**src/mmuPkg.sv**
```systemverilog
// mmu shared package: TLB geometry, segment bounds and the address, entry and stage types
package mmuPkg;

    localparam int TLB_ENTRIES = 16;
    localparam int TLB_INDEX_W = 4;
    localparam int ASID_W      = 8;

    localparam logic [31:0] KSEG0_BASE = 32'h8000_0000; // unmapped, cached
    localparam logic [31:0] KSEG1_BASE = 32'hA000_0000; // unmapped, uncached
    localparam logic [31:0] KSEG2_BASE = 32'hC000_0000; // mapped again from here up

    localparam logic [2:0] CACHE_CACHED = 3'd3;

    // one virtual address word, seen raw or split into page fields
    typedef union packed {
        logic [31:0] word;
        struct packed {
            logic [18:0] vpn2;
            logic        oddPage;  // picks half1 of the entry
            logic [11:0] offset;
        } page;
    } vaddr_u;

    typedef struct packed {
        logic [19:0] pfn;
        logic [2:0]  c;
        logic        d;
        logic        v;
    } pageHalf_t;

    typedef struct packed {
        logic [18:0]       vpn2;
        logic [ASID_W-1:0] asid;
        logic              g;
        pageHalf_t         half0;
        pageHalf_t         half1;
    } tlbEntry_t;

    typedef struct packed {
        logic   valid;
        vaddr_u vaddr;
        logic   rd;
        logic   wr;
    } mmuReq_t;

    // stage one register plus the TLB answer for it
    typedef struct packed {
        logic                   valid;
        vaddr_u                 vaddr;
        logic                   rd;
        logic                   wr;
        logic                   probe;
        logic                   mapped;
        logic                   uncached;
        logic                   found;
        logic [TLB_INDEX_W-1:0] index;
        pageHalf_t              half;
    } lookupRes_t;

    typedef struct packed {
        logic        valid;
        logic [31:0] paddr;
        logic        cached;
        logic        refill;
        logic        invalid;
        logic        modified;
    } mmuResp_t;

endpackage

```
**src/tlbArray.sv**
```systemverilog
// 16-entry fully associative TLB with two search ports, a write port and a registered read port
module tlbArray
    import mmuPkg::*;
(
    input  logic                   clk,
    input  logic                   rst,
    input  logic [ASID_W-1:0]      asid,
    input  logic [18:0]            search0Vpn2,
    input  logic [18:0]            search1Vpn2,
    input  logic                   search0Odd,
    input  logic                   search1Odd,
    output logic                   search0Found,
    output logic                   search1Found,
    output logic [TLB_INDEX_W-1:0] search0Index,
    output logic [TLB_INDEX_W-1:0] search1Index,
    output pageHalf_t              search0Half,
    output pageHalf_t              search1Half,
    input  logic                   write,
    input  logic [TLB_INDEX_W-1:0] writeIndex,
    input  tlbEntry_t              writeEntry,
    input  logic                   read,
    input  logic [TLB_INDEX_W-1:0] readIndex,
    output tlbEntry_t              readEntry
);

    tlbEntry_t entries [TLB_ENTRIES];

    logic [TLB_ENTRIES-1:0] hits0;
    logic [TLB_ENTRIES-1:0] hits1;

    function automatic logic entryHit(tlbEntry_t e, logic [18:0] vpn2, logic [ASID_W-1:0] curAsid);
        return (e.vpn2 == vpn2) && (e.g || e.asid == curAsid);
    endfunction

    // returns {found, index}, lowest index wins
    function automatic logic [TLB_INDEX_W:0] firstHit(logic [TLB_ENTRIES-1:0] hits);
        logic [TLB_INDEX_W:0] r;
        r = '0;
        for (int i = TLB_ENTRIES - 1; i >= 0; i--) begin
            if (hits[i]) begin
                r = {1'b1, TLB_INDEX_W'(i)};
            end
        end
        return r;
    endfunction

    // parallel compare against every entry
    always_comb begin
        for (int i = 0; i < TLB_ENTRIES; i++) begin
            hits0[i] = entryHit(entries[i], search0Vpn2, asid);
            hits1[i] = entryHit(entries[i], search1Vpn2, asid);
        end
    end

    always_comb begin
        {search0Found, search0Index} = firstHit(hits0);
        {search1Found, search1Index} = firstHit(hits1);
        search0Half = search0Odd ? entries[search0Index].half1 : entries[search0Index].half0;
        search1Half = search1Odd ? entries[search1Index].half1 : entries[search1Index].half0;
    end

    always_ff @(posedge clk) begin
        if (rst) begin
            for (int i = 0; i < TLB_ENTRIES; i++) begin
                entries[i] <= '0;
            end
        end else if (write) begin
            entries[writeIndex] <= writeEntry;
        end
    end

    // read data held until the next read
    always_ff @(posedge clk) begin
        if (read) begin
            readEntry <= entries[readIndex];
        end
    end

endmodule

```
**src/mmuLookupStage.sv**
```systemverilog
// mmu lookup stage: registers a request or probe, decodes its segment and drives a TLB search
module mmuLookupStage
    import mmuPkg::*;
(
    input  logic                   clk,
    input  logic                   rst,
    input  mmuReq_t                req,
    input  logic                   probe,
    input  logic [18:0]            probeVpn2,
    output logic [18:0]            searchVpn2,
    output logic                   searchOdd,
    input  logic                   found,
    input  logic [TLB_INDEX_W-1:0] index,
    input  pageHalf_t              half,
    output lookupRes_t             res
);

    logic   kseg0;
    logic   kseg1;
    logic   validQ;
    logic   probeQ;
    logic   rdQ;
    logic   wrQ;
    logic   mappedQ;
    logic   uncachedQ;
    vaddr_u vaddrQ;

    assign kseg0 = (req.vaddr.word >= KSEG0_BASE) && (req.vaddr.word < KSEG1_BASE);
    assign kseg1 = (req.vaddr.word >= KSEG1_BASE) && (req.vaddr.word < KSEG2_BASE);

    always_ff @(posedge clk) begin
        if (rst) begin
            validQ <= 1'b0;
            probeQ <= 1'b0;
        end else begin
            validQ <= req.valid && !probe; // probe takes the slot
            probeQ <= probe;
        end
    end

    always_ff @(posedge clk) begin
        if (probe) begin
            vaddrQ.page.vpn2    <= probeVpn2;
            vaddrQ.page.oddPage <= 1'b0;
            vaddrQ.page.offset  <= '0;
            mappedQ             <= 1'b1;
            uncachedQ           <= 1'b0;
            rdQ                 <= 1'b0;
            wrQ                 <= 1'b0;
        end else begin
            vaddrQ    <= req.vaddr;
            mappedQ   <= !(kseg0 || kseg1);
            uncachedQ <= kseg1;
            rdQ       <= req.rd;
            wrQ       <= req.wr;
        end
    end

    assign searchVpn2 = vaddrQ.page.vpn2;
    assign searchOdd  = vaddrQ.page.oddPage;

    always_comb begin
        res.valid    = validQ;
        res.vaddr    = vaddrQ;
        res.rd       = rdQ;
        res.wr       = wrQ;
        res.probe    = probeQ;
        res.mapped   = mappedQ;
        res.uncached = uncachedQ;
        res.found    = found;
        res.index    = index;
        res.half     = half;
    end

endmodule

```
**src/mmuResolveStage.sv**
```systemverilog
// mmu resolve stage: forms the physical address, cacheability and TLB exceptions, then registers them
module mmuResolveStage
    import mmuPkg::*;
(
    input  logic                   clk,
    input  logic                   rst,
    input  lookupRes_t             res,
    output mmuResp_t               resp,
    output logic                   probeValid,
    output logic                   probeFound,
    output logic [TLB_INDEX_W-1:0] probeIndex
);

    mmuResp_t next;

    always_comb begin
        next       = '0;
        next.valid = res.valid;
        if (!res.mapped) begin
            // fixed windows, no TLB involved
            next.paddr  = res.vaddr.word - (res.uncached ? KSEG1_BASE : KSEG0_BASE);
            next.cached = !res.uncached;
        end else begin
            next.paddr  = {res.half.pfn, res.vaddr.page.offset};
            next.cached = (res.half.c == CACHE_CACHED);
            if (res.valid && (res.rd || res.wr)) begin
                if (!res.found) begin
                    next.refill = 1'b1;
                end else if (!res.half.v) begin
                    next.invalid = 1'b1;
                end else if (res.wr && !res.half.d) begin
                    next.modified = 1'b1; // store to clean page
                end
            end
        end
    end

    always_ff @(posedge clk) begin
        if (rst) begin
            resp.valid    <= 1'b0;
            resp.refill   <= 1'b0;
            resp.invalid  <= 1'b0;
            resp.modified <= 1'b0;
        end else begin
            resp.valid    <= next.valid;
            resp.refill   <= next.refill;
            resp.invalid  <= next.invalid;
            resp.modified <= next.modified;
        end
    end

    always_ff @(posedge clk) begin
        resp.paddr  <= next.paddr;
        resp.cached <= next.cached;
    end

    // probe answer uses the data response slot
    always_ff @(posedge clk) begin
        if (rst) begin
            probeValid <= 1'b0;
            probeFound <= 1'b0;
        end else begin
            probeValid <= res.probe;
            probeFound <= res.probe && res.found;
        end
    end

    always_ff @(posedge clk) begin
        probeIndex <= res.index;
    end

endmodule

```
**src/tlbMmu.sv**
```systemverilog
// address translation unit top: instruction path, data/probe path and shared TLB
module tlbMmu
    import mmuPkg::*;
(
    input  logic                   clk,
    input  logic                   rst,
    input  logic [ASID_W-1:0]      asid,
    input  mmuReq_t                iReq,
    input  mmuReq_t                dReq,
    input  logic                   probe,
    input  logic [18:0]            probeVpn2,
    input  logic                   tlbWrite,
    input  logic                   tlbRead,
    input  logic [TLB_INDEX_W-1:0] tlbIndex,
    input  tlbEntry_t              writeEntry,
    output mmuResp_t               iResp,
    output mmuResp_t               dResp,
    output logic                   probeValid,
    output logic                   probeFound,
    output logic [TLB_INDEX_W-1:0] probeIndex,
    output tlbEntry_t              readEntry
);

    mmuReq_t                iFetch;
    logic [18:0]            iSearchVpn2;
    logic [18:0]            dSearchVpn2;
    logic                   iSearchOdd;
    logic                   dSearchOdd;
    logic                   iFound;
    logic                   dFound;
    logic [TLB_INDEX_W-1:0] iIndex;
    logic [TLB_INDEX_W-1:0] dIndex;
    pageHalf_t              iHalf;
    pageHalf_t              dHalf;
    lookupRes_t             iRes;
    lookupRes_t             dRes;

    // a fetch always counts as a read
    assign iFetch = '{valid: iReq.valid, vaddr: iReq.vaddr, rd: 1'b1, wr: 1'b0};

    tlbArray uTlb (
        .clk          (clk),
        .rst          (rst),
        .asid         (asid),
        .search0Vpn2  (iSearchVpn2),
        .search1Vpn2  (dSearchVpn2),
        .search0Odd   (iSearchOdd),
        .search1Odd   (dSearchOdd),
        .search0Found (iFound),
        .search1Found (dFound),
        .search0Index (iIndex),
        .search1Index (dIndex),
        .search0Half  (iHalf),
        .search1Half  (dHalf),
        .write        (tlbWrite),
        .writeIndex   (tlbIndex),
        .writeEntry   (writeEntry),
        .read         (tlbRead),
        .readIndex    (tlbIndex),
        .readEntry    (readEntry)
    );

    mmuLookupStage uILookup (
        .clk        (clk),
        .rst        (rst),
        .req        (iFetch),
        .probe      (1'b0),  // no probes on fetch side
        .probeVpn2  ('0),
        .searchVpn2 (iSearchVpn2),
        .searchOdd  (iSearchOdd),
        .found      (iFound),
        .index      (iIndex),
        .half       (iHalf),
        .res        (iRes)
    );

    mmuLookupStage uDLookup (
        .clk        (clk),
        .rst        (rst),
        .req        (dReq),
        .probe      (probe),
        .probeVpn2  (probeVpn2),
        .searchVpn2 (dSearchVpn2),
        .searchOdd  (dSearchOdd),
        .found      (dFound),
        .index      (dIndex),
        .half       (dHalf),
        .res        (dRes)
    );

    mmuResolveStage uIResolve (
        .clk        (clk),
        .rst        (rst),
        .res        (iRes),
        .resp       (iResp),
        .probeValid (),
        .probeFound (),
        .probeIndex ()
    );

    mmuResolveStage uDResolve (
        .clk        (clk),
        .rst        (rst),
        .res        (dRes),
        .resp       (dResp),
        .probeValid (probeValid),
        .probeFound (probeFound),
        .probeIndex (probeIndex)
    );

endmodule

```
**config.mk**
```make
export PLATFORM = sky130hd
export DESIGN_NAME = tlbMmu
export DESIGN_NICKNAME = d
export VERILOG_FILES = /design/src/mmuPkg.sv /design/src/tlbArray.sv /design/src/mmuLookupStage.sv /design/src/mmuResolveStage.sv /design/src/tlbMmu.sv
export SDC_FILE = /design/constraint.sdc
export NUM_CORES = 2
export LEC_CHECK = 0
export BUFFER_PORTS_ARGS = -buffer_cell sky130_fd_sc_hd__buf_2
export CORE_MARGIN = 5
export CORE_UTILIZATION = 55
export DETAILED_ROUTE_END_ITERATION = 7
export HOLD_SLACK_MARGIN = 0.08
export PLACE_DENSITY = 0.7
export SLEW_MARGIN = 20
export SYNTH_ARGS = -nofsm -noshare
export SYNTH_HDL_FRONTEND = slang
export SYNTH_SLANG_ARGS = --single-unit
```
**constraint.sdc**
```tcl
create_clock -name clk -period 4.6 [get_ports clk]
set_input_delay 0.92 -clock clk [delete_from_list [all_inputs] [get_ports clk]]
set_output_delay 0.92 -clock clk [all_outputs]
set_load 0.01 [all_outputs]
```
==> summary.md <==
| Metric | Value |
|---|---|
| Die width | `400 um` |
| DR vias/cell | `6.89` |
| Yosys cell types | `88` |
| Crit Path Max Fanout | `13` |
| WL per Instance | `34.8 um` |
| Sw frac | `0.262` |
| P_sw | `0.00899 W` |
| EDFF count, synth | `1,326` |
| Least-Margin Pin Slew | `1100 ps` |
| Worst path required time | `5320 ps` |
| Clock Sinks | `1,478` |
| Slowest cell on crit path | `a311oi_1` |
| R2r worst-path depth | `16` |
| Ys flop type | `edfxtp_1` |
| Pwr Density | `352 nW/um2` |
| Mapped Cells | `6,904` |
| Tmin final | `4670 ps` |
| Area after DPL | `91,600 um2` |
| Top Family by Delay on Critical Path | `compound AO/OA/AOI/OAI gates` |
| Worst-Skew Late Latency | `820 ps` |
| Hold-fix buffers at CTS | `0` |
| CP cell instances | `buf_4 > buf_4 > xnor2_1 > nand4_1 > nor4_2 > and3_1 > buf_4 > a21oi_1 > o21ai_1 > o21a_4 > buf_4 > nand2_1 > a31o_1 > a311oi_1 > a21oi_1 > a41oi_1` |
| Commonest non-fill, non-tap cells in the layout | `1,326 x edfxtp_1, 1,251 x and2_1, 816 x nand2_1` |
| Levels on crit path | `16` |
| Clk pwr share | `0.407` |
| Violated checks | `design-rule violations, negative setup slack` |
| Share of the cycle needed by the critical path after routing | `1.02` |
| CP bufs+invs | `4` |
| CTS Buffer Depth | `3` |
| Vias | `66,000` |
| TritonCTS clock tree | `done` |
| Placer congestion estimate | `1.02` |
| Most common cell after layout, fill and taps aside | `edfxtp_1` |
| Reg area | `42,900 um2` |
| Net Count, Synth | `7,092` |
| # rows | `143` |
| Synthesis Warnings | `0` |
| Top Ports | `342` |
| CP arrival | `5390 ps` |
| Share of cells above drive strength 1 | `0.233` |
| Worst slew margin | `0.264` |
| Tot Pwr | `0.0343 W` |
| Initial antenna violation count | `53` |
| Ys async rst share | `0` |
| H-tree depth | `4` |
| Hold path cells | `1` |
| CTS Buf Count | `165` |
| Sequential-to-total area share from yosys stat | `0.511` |
| Die area | `160,000 um2` |
| First-pass GRT wire length | `467 mm` |
| Flops & latches, synth | `1,478` |
| Max-slew violations | `0` |
| Sequential fraction of design power | `0.474` |
| Final setup vio count | `1` |
| Die height | `400 um` |
| Area of the multi-input gates | `38,200 um2` |
| Routed WL | `333 mm` |
| Fmax | `214 MHz` |
| Maxcap violations | `0` |
| Logic pwr share | `0.119` |
| Vias in the first global route | `64,100` |
| Leakage | `35.2 nW` |
| Layout Nets | `7,558` |
| Setup TNS | `-73.6 ps` |
| Final WS setup | `-73.6 ps` |
| RSZ-0062 raised after global routing | `false` |
| Mapped cell area | `83,800 um2` |
| Clock transition at path regs | `60 ps` |
| Filler cells | `11,400` |
| CP Class | `reg2reg` |
| Core Area | `152,000 um2` |
| Finished Cell Area | `97,500 um2` |
| Starting DRT DRC Count | `11,800` |
| Initial Util | `0.552` |
| Total GRT Usage | `0.404` |
| Post-CTS Setup Repair Bufs | `0` |
| Crit start category | `flip-flop` |
| Crit path capture type | `flip-flop` |
| Skew final | `42.9 ps` |
| HPWL after DPL | `218 mm` |
| Hold WC Path Type | `in2reg` |
| Pin count of the biggest net entering global routing | `86` |
| P_int | `0.0253 W` |
| Status | `finished, violations left` |
| Avg Cell Area, Syn | `12.1 um2` |
| Most numerous cell on the critical path | `buf_4` |
| Post-route ant nets | `0` |
| Port bufs | `338` |
| DRC viols | `13` |
| Crit-path max cell delay | `730 ps` |
| Area Growth Syn to Fin | `16.4%` |
| CTS root buf | `clkbuf_16` |
| Final Hold Fails | `0` |
| Peak VDD IR | `414 uV` |
| 1st-pass router iterations | `8` |
| Remaining global-route overflow | `0` |
[flip-flops by register name (all words and copies together) (netlist names), 4 cells and up]
register	flops
uIResolve.resp	36
uDResolve.probeIndex	4
uDResolve.resp	37
uDLookup.vaddrQ	32
uTlb.entries	1248
uTlb.readEntry	78
uILookup.vaddrQ	32
[cells in the mapped netlist, drive strengths merged, types with 126 or more instances]
| library cell | number | share of area |
|---|---|---|
| nor2 | 126 | 0.0057 |
| xor2 | 445 | 0.047 |
| dfxtp | 152 | 0.036 |
| buf | 266 | 0.021 |
| xnor2 | 293 | 0.031 |
| nand3 | 217 | 0.013 |
| a31oi | 126 | 0.0094 |
| nand2 | 817 | 0.037 |
| mux4 | 407 | 0.11 |
| mux2i | 240 | 0.029 |
| and2 | 1252 | 0.093 |
| edfxtp | 1326 | 0.48 |
| clkbuf | 358 | 0.016 |
[power groups by stage]
stage                     registers (W)  clock network, W  logic (W)
after floorplan                  0.0163                 0    0.00227
after global placement           0.0165                 0    0.00393
after detailed placement         0.0165                 0    0.00396
after CTS                        0.0162            0.0140    0.00399
after global routing             0.0163            0.0145    0.00421
final                            0.0163            0.0140    0.00409
[metal layers]
metal,track usage,share of wire
met1,0.527,0.35
met2,0.596,0.43
met3,0.122,0.15
met4,0.245,0.073
met5,0,0.00036
[final cells by class]
class	instances	area share
clock buffers	211	0.0471
clock inverters	93	0.0113
repair buffers	923	0.0826
multi-input cells	4789	0.392
flip-flops and latches	1478	0.440
inverters	13	0.000629
diodes	41	0.00105
well taps	2030	0.0260
[path summary, 6_finish.rpt]
check,end,start,slack [ps]
worst max register to register,uIResolve.resp[32]$_DFF_P_,uILookup.vaddrQ[17]$_DFF_P_,-70
worst min register to register,uIResolve.resp[14]$_DFF_P_,uILookup.vaddrQ[10]$_DFF_P_,330
worst max-delay path,uIResolve.resp[32]$_DFF_P_,uILookup.vaddrQ[17]$_DFF_P_,-70
worst min-delay path,uILookup.vaddrQ[19]$_DFF_P_,iReq[21],210
[kinds of logic after synthesis]
group                    share of synthesized area
AO/OA/AOI/OAI                               0.0528
XOR/XNOR                                    0.0775
adder cells (fa/ha/maj)                   0.000597
buffers and inverters                       0.0373
flip-flops                                   0.511
multiplexers                                 0.143
other                                    0.0000447
AND/OR/NAND/NOR                              0.177
[timing repair]
| action | CTS | global route |
|---|---|---|
| pin swaps | 0 | 5 |
| setup endpoints to repair | 3 | 38 |
| resized for setup | 6 | 18 |
[metrics by stage]
step / std cells / hold WS (ps) / worst slack, ps / utilization
2_1_floorplan: 6904 / 310 / 615 / -
3_3_place_gp: 9233 / 310 / -870 / 0.604
3_5_place_dp: 9233 / 313 / -859 / 0.604
4_1_cts: 9537 / 170 / 75.9 / 0.641
5_1_grt: 9548 / 181 / 0.537 / 0.642
6_report: 9578 / 206 / -73.6 / 0.643
(Power assumes the default switching activity.)
